File: src/rtl/elevator_pkg.sv
// Shared floor and queue sizes, vector types and request/dispatch structs

package elevator_pkg;

    ////////////////////////////////////////
    // Sizes
    ////////////////////////////////////////

    // Floors served by the car, numbered from 0 at the bottom
    localparam int num_floors = 11;

    // Request FIFO entries, above the 22 lights that can be lit at once
    localparam int queue_depth = 32;

    ////////////////////////////////////////
    // Vector types
    ////////////////////////////////////////

    typedef logic [$clog2(queue_depth)-1:0] queue_index_t;
    typedef logic [3:0]                     floor_t;

    // One bit per floor for buttons and lights
    typedef logic [num_floors-1:0]          floor_mask_t;

    ////////////////////////////////////////
    // Structs
    ////////////////////////////////////////

    // Car position as reported by the car
    typedef struct packed {
        floor_t current_floor;
        logic   moving;
    } car_status_t;

    // One accepted request, valid for a single cycle
    typedef struct packed {
        logic   push;
        floor_t floor;
    } floor_request_t;

    // Command toward the car
    typedef struct packed {
        logic   activate;
        logic   up;
        floor_t target;
    } dispatch_t;

endpackage

File: src/rtl/request_latch.sv
// Button sampling, request lights and the single accepted request per cycle

`timescale 1ns/1ps

module request_latch (
    input  logic                        clock,
    input  logic                        reset_n,
    input  logic                        power_switch,
    input  logic                        emergency_btn,
    input  elevator_pkg::floor_mask_t   call_buttons,
    input  elevator_pkg::floor_mask_t   panel_buttons,
    input  elevator_pkg::car_status_t   car_status,
    output elevator_pkg::floor_mask_t   call_lights,
    output elevator_pkg::floor_mask_t   panel_lights,
    output elevator_pkg::floor_request_t new_request
);
    import elevator_pkg::*;

    logic        accept_enable;
    floor_mask_t here_mask;
    floor_mask_t clear_mask;
    floor_mask_t call_eligible;
    floor_mask_t panel_eligible;
    floor_mask_t call_pick;
    floor_mask_t panel_pick;
    logic        pick_valid;
    floor_t      pick_floor;
    logic        push_q;
    floor_t      floor_q;

    ////////////////////////////////////////
    // Eligibility and priority
    ////////////////////////////////////////

    assign accept_enable = power_switch && !emergency_btn;

    // One-hot of the floor the car is at
    always_comb begin
        for (int i = 0; i < num_floors; i++) begin
            here_mask[i] = (car_status.current_floor == floor_t'(i));
        end
    end

    assign call_eligible  = call_buttons & ~call_lights & ~here_mask
                          & {num_floors{accept_enable}};
    assign panel_eligible = panel_buttons & ~panel_lights & ~here_mask
                          & {num_floors{accept_enable}};

    // Lowest set bit wins, hall calls ahead of the car panel
    assign call_pick  = call_eligible & (~call_eligible + floor_mask_t'(1));
    assign panel_pick = (call_eligible == '0) ?
                        (panel_eligible & (~panel_eligible + floor_mask_t'(1))) : '0;
    assign pick_valid = |(call_pick | panel_pick);

    // Encode the winning one-hot bit as a floor number
    always_comb begin
        pick_floor = '0;
        for (int i = 0; i < num_floors; i++) begin
            if (call_pick[i] || panel_pick[i]) begin
                pick_floor = floor_t'(i);
            end
        end
    end

    ////////////////////////////////////////
    // Lights and request register
    ////////////////////////////////////////

    // Power off drops everything, a stopped car serves its own floor
    assign clear_mask = !power_switch      ? '1 :
                        car_status.moving  ? '0 : here_mask;

    always_ff @(posedge clock or negedge reset_n) begin
        if (!reset_n) begin
            call_lights  <= '0;
            panel_lights <= '0;
            push_q       <= 1'b0;
        end else begin
            call_lights  <= (call_lights | call_pick) & ~clear_mask;
            panel_lights <= (panel_lights | panel_pick) & ~clear_mask;
            push_q       <= pick_valid;
        end
    end

    always_ff @(posedge clock) begin
        floor_q <= pick_floor;
    end

    assign new_request = '{push: push_q, floor: floor_q};

endmodule

File: src/rtl/request_queue.sv
// FIFO of accepted floor requests, popped when the car stops at the head floor

`timescale 1ns/1ps

module request_queue (
    input  logic                         clock,
    input  logic                         reset_n,
    input  logic                         power_switch,
    input  elevator_pkg::floor_request_t new_request,
    input  elevator_pkg::car_status_t    car_status,
    output logic                         head_valid,
    output elevator_pkg::floor_t         head_floor
);
    import elevator_pkg::*;

    floor_t                            entries [queue_depth];
    queue_index_t                      wr_ptr;
    queue_index_t                      rd_ptr;
    logic [$clog2(queue_depth+1)-1:0]  count;
    logic                              do_push;
    logic                              do_pop;

    ////////////////////////////////////////
    // Head and strobes
    ////////////////////////////////////////

    assign head_valid = (count != '0);
    assign head_floor = entries[rd_ptr];

    // Requests arriving as the power drops are discarded
    assign do_push = new_request.push && power_switch;

    // Served once the car sits still at the head floor
    assign do_pop  = head_valid && !car_status.moving &&
                     (head_floor == car_status.current_floor);

    ////////////////////////////////////////
    // Pointers and count
    ////////////////////////////////////////

    always_ff @(posedge clock or negedge reset_n) begin
        if (!reset_n) begin
            wr_ptr <= '0;
            rd_ptr <= '0;
            count  <= '0;
        end else if (!power_switch) begin
            wr_ptr <= '0;
            rd_ptr <= '0;
            count  <= '0;
        end else begin
            if (do_push) begin
                wr_ptr <= wr_ptr + queue_index_t'(1);
            end
            if (do_pop) begin
                rd_ptr <= rd_ptr + queue_index_t'(1);
            end
            // Push and pop together leave the count unchanged
            case ({do_push, do_pop})
                2'b10:   count <= count + 1'b1;
                2'b01:   count <= count - 1'b1;
                default: count <= count;
            endcase
        end
    end

    // Storage
    always_ff @(posedge clock) begin
        if (do_push) begin
            entries[wr_ptr] <= new_request.floor;
        end
    end

endmodule

File: src/rtl/car_dispatch.sv
// Registered floor target, direction, activate strobe and door permissions

`timescale 1ns/1ps

module car_dispatch (
    input  logic                      clock,
    input  logic                      reset_n,
    input  logic                      power_switch,
    input  logic                      emergency_btn,
    input  logic                      door_open_btn,
    input  logic                      door_close_btn,
    input  elevator_pkg::car_status_t car_status,
    input  logic                      head_valid,
    input  elevator_pkg::floor_t      head_floor,
    output elevator_pkg::dispatch_t   dispatch,
    output logic                      door_open_allowed,
    output logic                      door_close_allowed
);
    import elevator_pkg::*;

    logic   car_idle;
    logic   go_next;
    logic   activate_q;
    logic   up_q;
    floor_t target_q;

    // Stopped with power on, the only time the car may start or the doors move
    assign car_idle = power_switch && !car_status.moving;

    // A pending request for some other floor and no emergency
    assign go_next  = car_idle && !emergency_btn && head_valid &&
                      (head_floor != car_status.current_floor);

    always_ff @(posedge clock or negedge reset_n) begin
        if (!reset_n) begin
            activate_q         <= 1'b0;
            up_q               <= 1'b0;
            door_open_allowed  <= 1'b0;
            door_close_allowed <= 1'b0;
        end else begin
            activate_q         <= go_next;
            up_q               <= head_valid && (head_floor > car_status.current_floor);
            door_open_allowed  <= car_idle && door_open_btn;
            door_close_allowed <= car_idle && door_close_btn;
        end
    end

    always_ff @(posedge clock) begin
        target_q <= head_floor;
    end

    assign dispatch = '{activate: activate_q, up: up_q, target: target_q};

endmodule

File: src/rtl/floor_request_controller.sv
// Top level joining the button latch, request FIFO and car dispatch

`timescale 1ns/1ps

module floor_request_controller (
    input  logic                      clock,
    input  logic                      reset_n,
    input  logic                      power_switch,
    input  logic                      emergency_btn,
    input  logic                      door_open_btn,
    input  logic                      door_close_btn,
    input  elevator_pkg::floor_mask_t call_buttons,
    input  elevator_pkg::floor_mask_t panel_buttons,
    input  elevator_pkg::car_status_t car_status,
    output elevator_pkg::floor_mask_t call_lights,
    output elevator_pkg::floor_mask_t panel_lights,
    output elevator_pkg::dispatch_t   dispatch,
    output logic                      door_open_allowed,
    output logic                      door_close_allowed
);
    import elevator_pkg::*;

    floor_request_t new_request;
    logic           head_valid;
    floor_t         head_floor;

    // Buttons in, one request per cycle out
    request_latch u_request_latch (
        .clock         (clock),
        .reset_n       (reset_n),
        .power_switch  (power_switch),
        .emergency_btn (emergency_btn),
        .call_buttons  (call_buttons),
        .panel_buttons (panel_buttons),
        .car_status    (car_status),
        .call_lights   (call_lights),
        .panel_lights  (panel_lights),
        .new_request   (new_request)
    );

    request_queue u_request_queue (
        .clock        (clock),
        .reset_n      (reset_n),
        .power_switch (power_switch),
        .new_request  (new_request),
        .car_status   (car_status),
        .head_valid   (head_valid),
        .head_floor   (head_floor)
    );

    // Oldest request drives the car
    car_dispatch u_car_dispatch (
        .clock              (clock),
        .reset_n            (reset_n),
        .power_switch       (power_switch),
        .emergency_btn      (emergency_btn),
        .door_open_btn      (door_open_btn),
        .door_close_btn     (door_close_btn),
        .car_status         (car_status),
        .head_valid         (head_valid),
        .head_floor         (head_floor),
        .dispatch           (dispatch),
        .door_open_allowed  (door_open_allowed),
        .door_close_allowed (door_close_allowed)
    );

endmodule

File: config.mk
export PLATFORM = sky130hd
export DESIGN_NAME = floor_request_controller
export DESIGN_NICKNAME = d
export VERILOG_FILES = /design/src/rtl/elevator_pkg.sv /design/src/rtl/request_latch.sv /design/src/rtl/request_queue.sv /design/src/rtl/car_dispatch.sv /design/src/rtl/floor_request_controller.sv
export SDC_FILE = /design/constraint.sdc
export NUM_CORES = 1
export LEC_CHECK = 0
export ABC_CLOCK_PERIOD_IN_PS = 13890
export BUFFER_PORTS_ARGS = -buffer_cell sky130_fd_sc_hd__buf_4
export CAP_MARGIN = 10
export CORE_ASPECT_RATIO = 0.8
export CORE_MARGIN = 3
export CORE_UTILIZATION = 40
export CTS_BUF_LIST = sky130_fd_sc_hd__clkbuf_8
export CTS_CLUSTER_DIAMETER = 50
export CTS_CLUSTER_SIZE = 40
export DETAILED_ROUTE_END_ITERATION = 8
export MAX_ROUTING_LAYER = met4
export PLACE_DENSITY = 0.55
export SETUP_SLACK_MARGIN = 0.15
export SYNTH_ARGS = -nofsm -noshare
export SYNTH_HDL_FRONTEND = slang
export SYNTH_SLANG_ARGS = --single-unit
File: constraint.sdc
create_clock -name clock -period 13.89 [get_ports clock]
set_input_delay 1.389 -clock clock [delete_from_list [all_inputs] [get_ports clock]]
set_output_delay 1.389 -clock clock [all_outputs]
set_load 0.01 [all_outputs]
==> results <==
- Counting I/O delays and the setup requirement, the final critical path takes roughly 5300 ps.
- For this run, the register share of the synthesized area comes to a little over three fifths.
- In this run the worst path has a maximum fanout of 24.
- The via count of the routed design is 4,992.
- Summed over all layers, the routed wires come to about 19,000 um.
- The number of storage elements in the synthesis netlist is ~180.
- The worst pin sits at a relative slew slack of between 20% and 30%.
- The die width is ~170 um.
- The Yosys warning count is 0.
- In this run, post-CTS hold repair placed 0 buffers.
- The final number of max-transition violations was 0.
- Hold timing on the final database bottoms out at a slack of 536 ps.
- The peak clock frequency supported by timing is 190 MHz.
- The per-instance average area after synthesis is around 14 um2.
- By count the netlist is led by edfxtp_1 (128), nor2_1 (71), dfrtp_1 (43).
- The share of synthesized flip-flops with an asynchronous set or reset is between 20% and 30%.
- After filler insertion, the fill cell instance count of the layout stands at 1,728.
- For the final routed database, the setup TNS stands at 0 ps.
- Yosys attributes the largest share of cell area to edfxtp_1 (47%), dfrtp_1 (13%), mux4_2 (11%).
- The actual transition at the worst max-transition pin is between 1000 and 1500 ps.
- The per-cell via count in the routed design is about 5.6.
- The worst min-delay path class is register to register.
- The first detailed-routing pass ran for 5 iterations.
- The arrival time of the worst setup path is 5670 ps.
- Across the VDD grid, the largest voltage drop is between 0.05 and 0.06 mV.
- The number of nets in the synthesized netlist is 610.
- Summing all multi-input logic gate instances after layout gives between 2000 and 3000 um2.
- 0 antenna diodes ended up in the layout.
- The net count of the finished layout is between 600 and 700.
- The reported max-cap violation count is 0.
- The startpoint class of the critical path is a register.
- The area share of the leading cell type in the synthesized netlist is between 40% and 50%.
- The first global-routing pass estimated between 20,000 and 30,000 um of wire.
- The number of violations reported at the end of detailed-routing iteration 0 is between 500 and 600.
- The share of the clock period used by the worst path is 38.0%.
- The cell with the most instances after synthesis is edfxtp_1.
- The post-CTS setup repair buffer count is 0.
- The later pin in the worst-skew pair is clocked with a latency of roughly 470 ps.
- The longest clock path from root to sink contains 2 buffers.
- The count of buffers added on input and output ports is 62.
- Yosys mapped the design onto 68 distinct sky130hd cell types.
- The number of clock buffers inserted by TritonCTS is 17.
- Counting flops with a built-in enable in the synthesized netlist gives roughly 130.
- The tree is rooted in a clkbuf_8.
- Following the worst setup path forward leads to its endpoint at u_request_queue.count[4].
- The worst setup path is of the register to register kind.
- In this run the cell area measured after placement is between 8000 and 9000 um2.
- After global routing the overflow that remains totals 0.
- The hold violation count in the final report is 0.
- The startpoint of the most critical register-to-register path is u_request_queue.rd_ptr[0].
- The initialized floorplan defines between 40 and 50 standard-cell rows.
- The worst register-to-register path ends at u_request_queue.count[4].
- The clock sink total is roughly 180.
- The critical path starts at u_request_queue.rd_ptr[0].
- The detail route stage leaves a number of antenna-violating nets equal to 0.
- Once detailed placement completed, the half-perimeter wirelength came to 13,000 um.
- The dominant synthesized flop cell is edfxtp_1.
- Clock-pin slew was measured on the worst setup and hold paths at 100 ps.
- The final weighted congestion in routability-driven placement is 0.871.
- Once the floorplan was initialized, standard cells occupied a little over two fifths of the core.
- The power consumption is about 0.0011 W.
- The placeable core region is just under 20,000 um2.
- The die outline height is 133 um.
- Setup repair after global routing left no endpoint under its margin.
- The initial antenna violation count is 0.
- Global routing used 18.3% of the available tracks.
- CTS built an H-tree with a depth of 4.
- The area growth from synthesis to layout is 13.9%.
- The power per unit of standard cell area is 123 nW/um2.
- The critical path data required time is 14,290 ps.
- Summing all non-filler instances in the final layout gives an area of about 9000 um2.
- The setup slack of the most critical reg-to-reg path is ~8600 ps.
- The die covers around 22,000 um2.
- The sequential cells in the finished layout cover a total of roughly 5100 um2.
- Synthesis produced a netlist whose cell count is about 570.
- The quantity of gates resized following cts is 0.
- After synthesis the cells add up to 8090 um2.
- The flow ran to the end, and the final reports show no timing, DRC or antenna violations.
- For this design the top-level I/O count stands at 63.
- TritonCTS built the clock tree.
- The static leakage is 3.31 nW.
- For the worst flop-to-flop path, the logic depth is 14.
- The biggest area contributor in the post-synthesis netlist is edfxtp_1.
- STA classifies the critical path endpoint as a register.
- The via count of the first global-routing pass is roughly 4,800.
- For this run, design rule violations remaining after detail routing come to 0.
- The routed length per placed instance is between 20 and 25 um.
- The post-route clock skew is 14.6 ps.
- Entering global routing, the biggest net connects 44 pins.
- The share of cells above drive strength 1 is roughly a quarter.
- The final number of setup-violating endpoints is 0.
==> metal layers <==
metal  up-vias  GRT usage [%]  part of all wire [%]
li1       2254              -                     -
met1      2547           27.6                    49
met2       170           25.0                    44
met3        21           3.95                   5.6
met4         0           5.12                   1.4
met5         -              -                     0
==> placed cells by master (no fill, tap or decap), types with 3 or more instances in the layout <==
master | netlist | final
o21ai_0 | 13 | 13
and2_1 | 11 | 11
nor4_1 | 3 | 3
clkinv_4 | 0 | 4
xor2_1 | 4 | 4
mux2_2 | 4 | 4
mux2i_1 | 5 | 5
and4b_1 | 3 | 3
mux4_2 | 40 | 40
bufinv_16 | 0 | 3
nand4b_1 | 3 | 3
inv_6 | 0 | 4
edfxtp_1 | 128 | 128
buf_4 | 2 | 63
a31oi_1 | 6 | 6
dfrtp_1 | 43 | 41
nor4b_1 | 9 | 9
ha_1 | 12 | 12
nor2b_1 | 10 | 10
nand3_1 | 14 | 14
o31ai_1 | 4 | 4
nor2_1 | 71 | 71
o22ai_1 | 3 | 3
a21oi_1 | 15 | 15
nand3b_1 | 7 | 7
nand4_1 | 7 | 7
nor3_1 | 3 | 3
dfxtp_1 | 8 | 8
clkbuf_8 | 0 | 17
or4b_1 | 3 | 3
or3_1 | 5 | 5
nand2_1 | 24 | 24
inv_1 | 17 | 19
nand2b_1 | 6 | 6
xnor2_1 | 9 | 9
==> metrics by stage <==
stage / worst slack, ps / util (%) / std cells
floorplan: 9300 / - / 565
global placement: 8760 / 45.1 / 855
detailed placement: 8570 / 45.1 / 855
CTS: 8570 / 47.2 / 887
global route: 8250 / 47.4 / 889
finish: 8620 / 47.4 / 889
==> registers in the layout, summed over array words and instances, names as in the netlist <==
signal	count
u_car_dispatch.activate_q	1
u_car_dispatch.door_close_allowed	1
u_car_dispatch.door_open_allowed	1
u_car_dispatch.target_q	4
u_car_dispatch.up_q	1
u_request_latch.call_lights	11
u_request_latch.floor_q	4
u_request_latch.panel_lights	11
u_request_latch.push_q	1
u_request_queue.count	6
u_request_queue.entries	128
u_request_queue.rd_ptr	5
u_request_queue.wr_ptr	5
==> critical path, cell delays in order (launching register included) <==
cell	delay [ps]
dfrtp_2	650
buf_4	470
mux4_2	560
mux4_2	490
mux2_2	300
ha_1	300
nand4_1	240
nor4b_1	890
xor2_1	160
ha_1	280
or2_2	280
a21oi_1	140
o21bai_1	80
mux2_2	280
o21ai_1	70
==> where the power goes <==
part | internal, W | switching [W]
registers | 0.000604 | 0.0000282
logic | 0.0000547 | 0.0000707
clock network | 0.000180 | 0.000195
==> how the worst min path moves through the flow <==
stage	startpoint	endpoint	cells after the start
finish	u_request_latch.panel_lights[0]	u_request_latch.panel_lights[0]	2
global route	u_request_latch.panel_lights[1]	u_request_latch.panel_lights[1]	2
CTS	u_request_latch.panel_lights[0]	u_request_latch.panel_lights[0]	2
detailed placement	u_request_latch.panel_lights[0]	u_request_latch.panel_lights[0]	2
global placement	u_request_latch.panel_lights[3]	u_request_latch.panel_lights[3]	2
floorplan	u_request_queue.count[3]	u_request_queue.count[3]	1
==> cell families after synthesis <==
group,Yosys count,share of synthesized area [%]
and+or+nand+nor,204,14.5
DFF,179,62.8
AOI/OAI and AO/OA,60,4.72
muxes,49,12.3
buffers and inverters,48,2.44
xor gates and xnor gates,13,1.41
adders and majority gates,12,1.86
==> cell type report <==
type / instances / area share (%)
Clock inverter: 15 / 1.98
Inverter: 17 / 0.692
Tap cell: 258 / 3.50
Sequential cell: 179 / 55.1
Multi-Input combinational cell: 338 / 30.5
Timing Repair Buffer: 65 / 5.59
Clock buffer: 17 / 2.54
(Power assumes the default switching activity.)
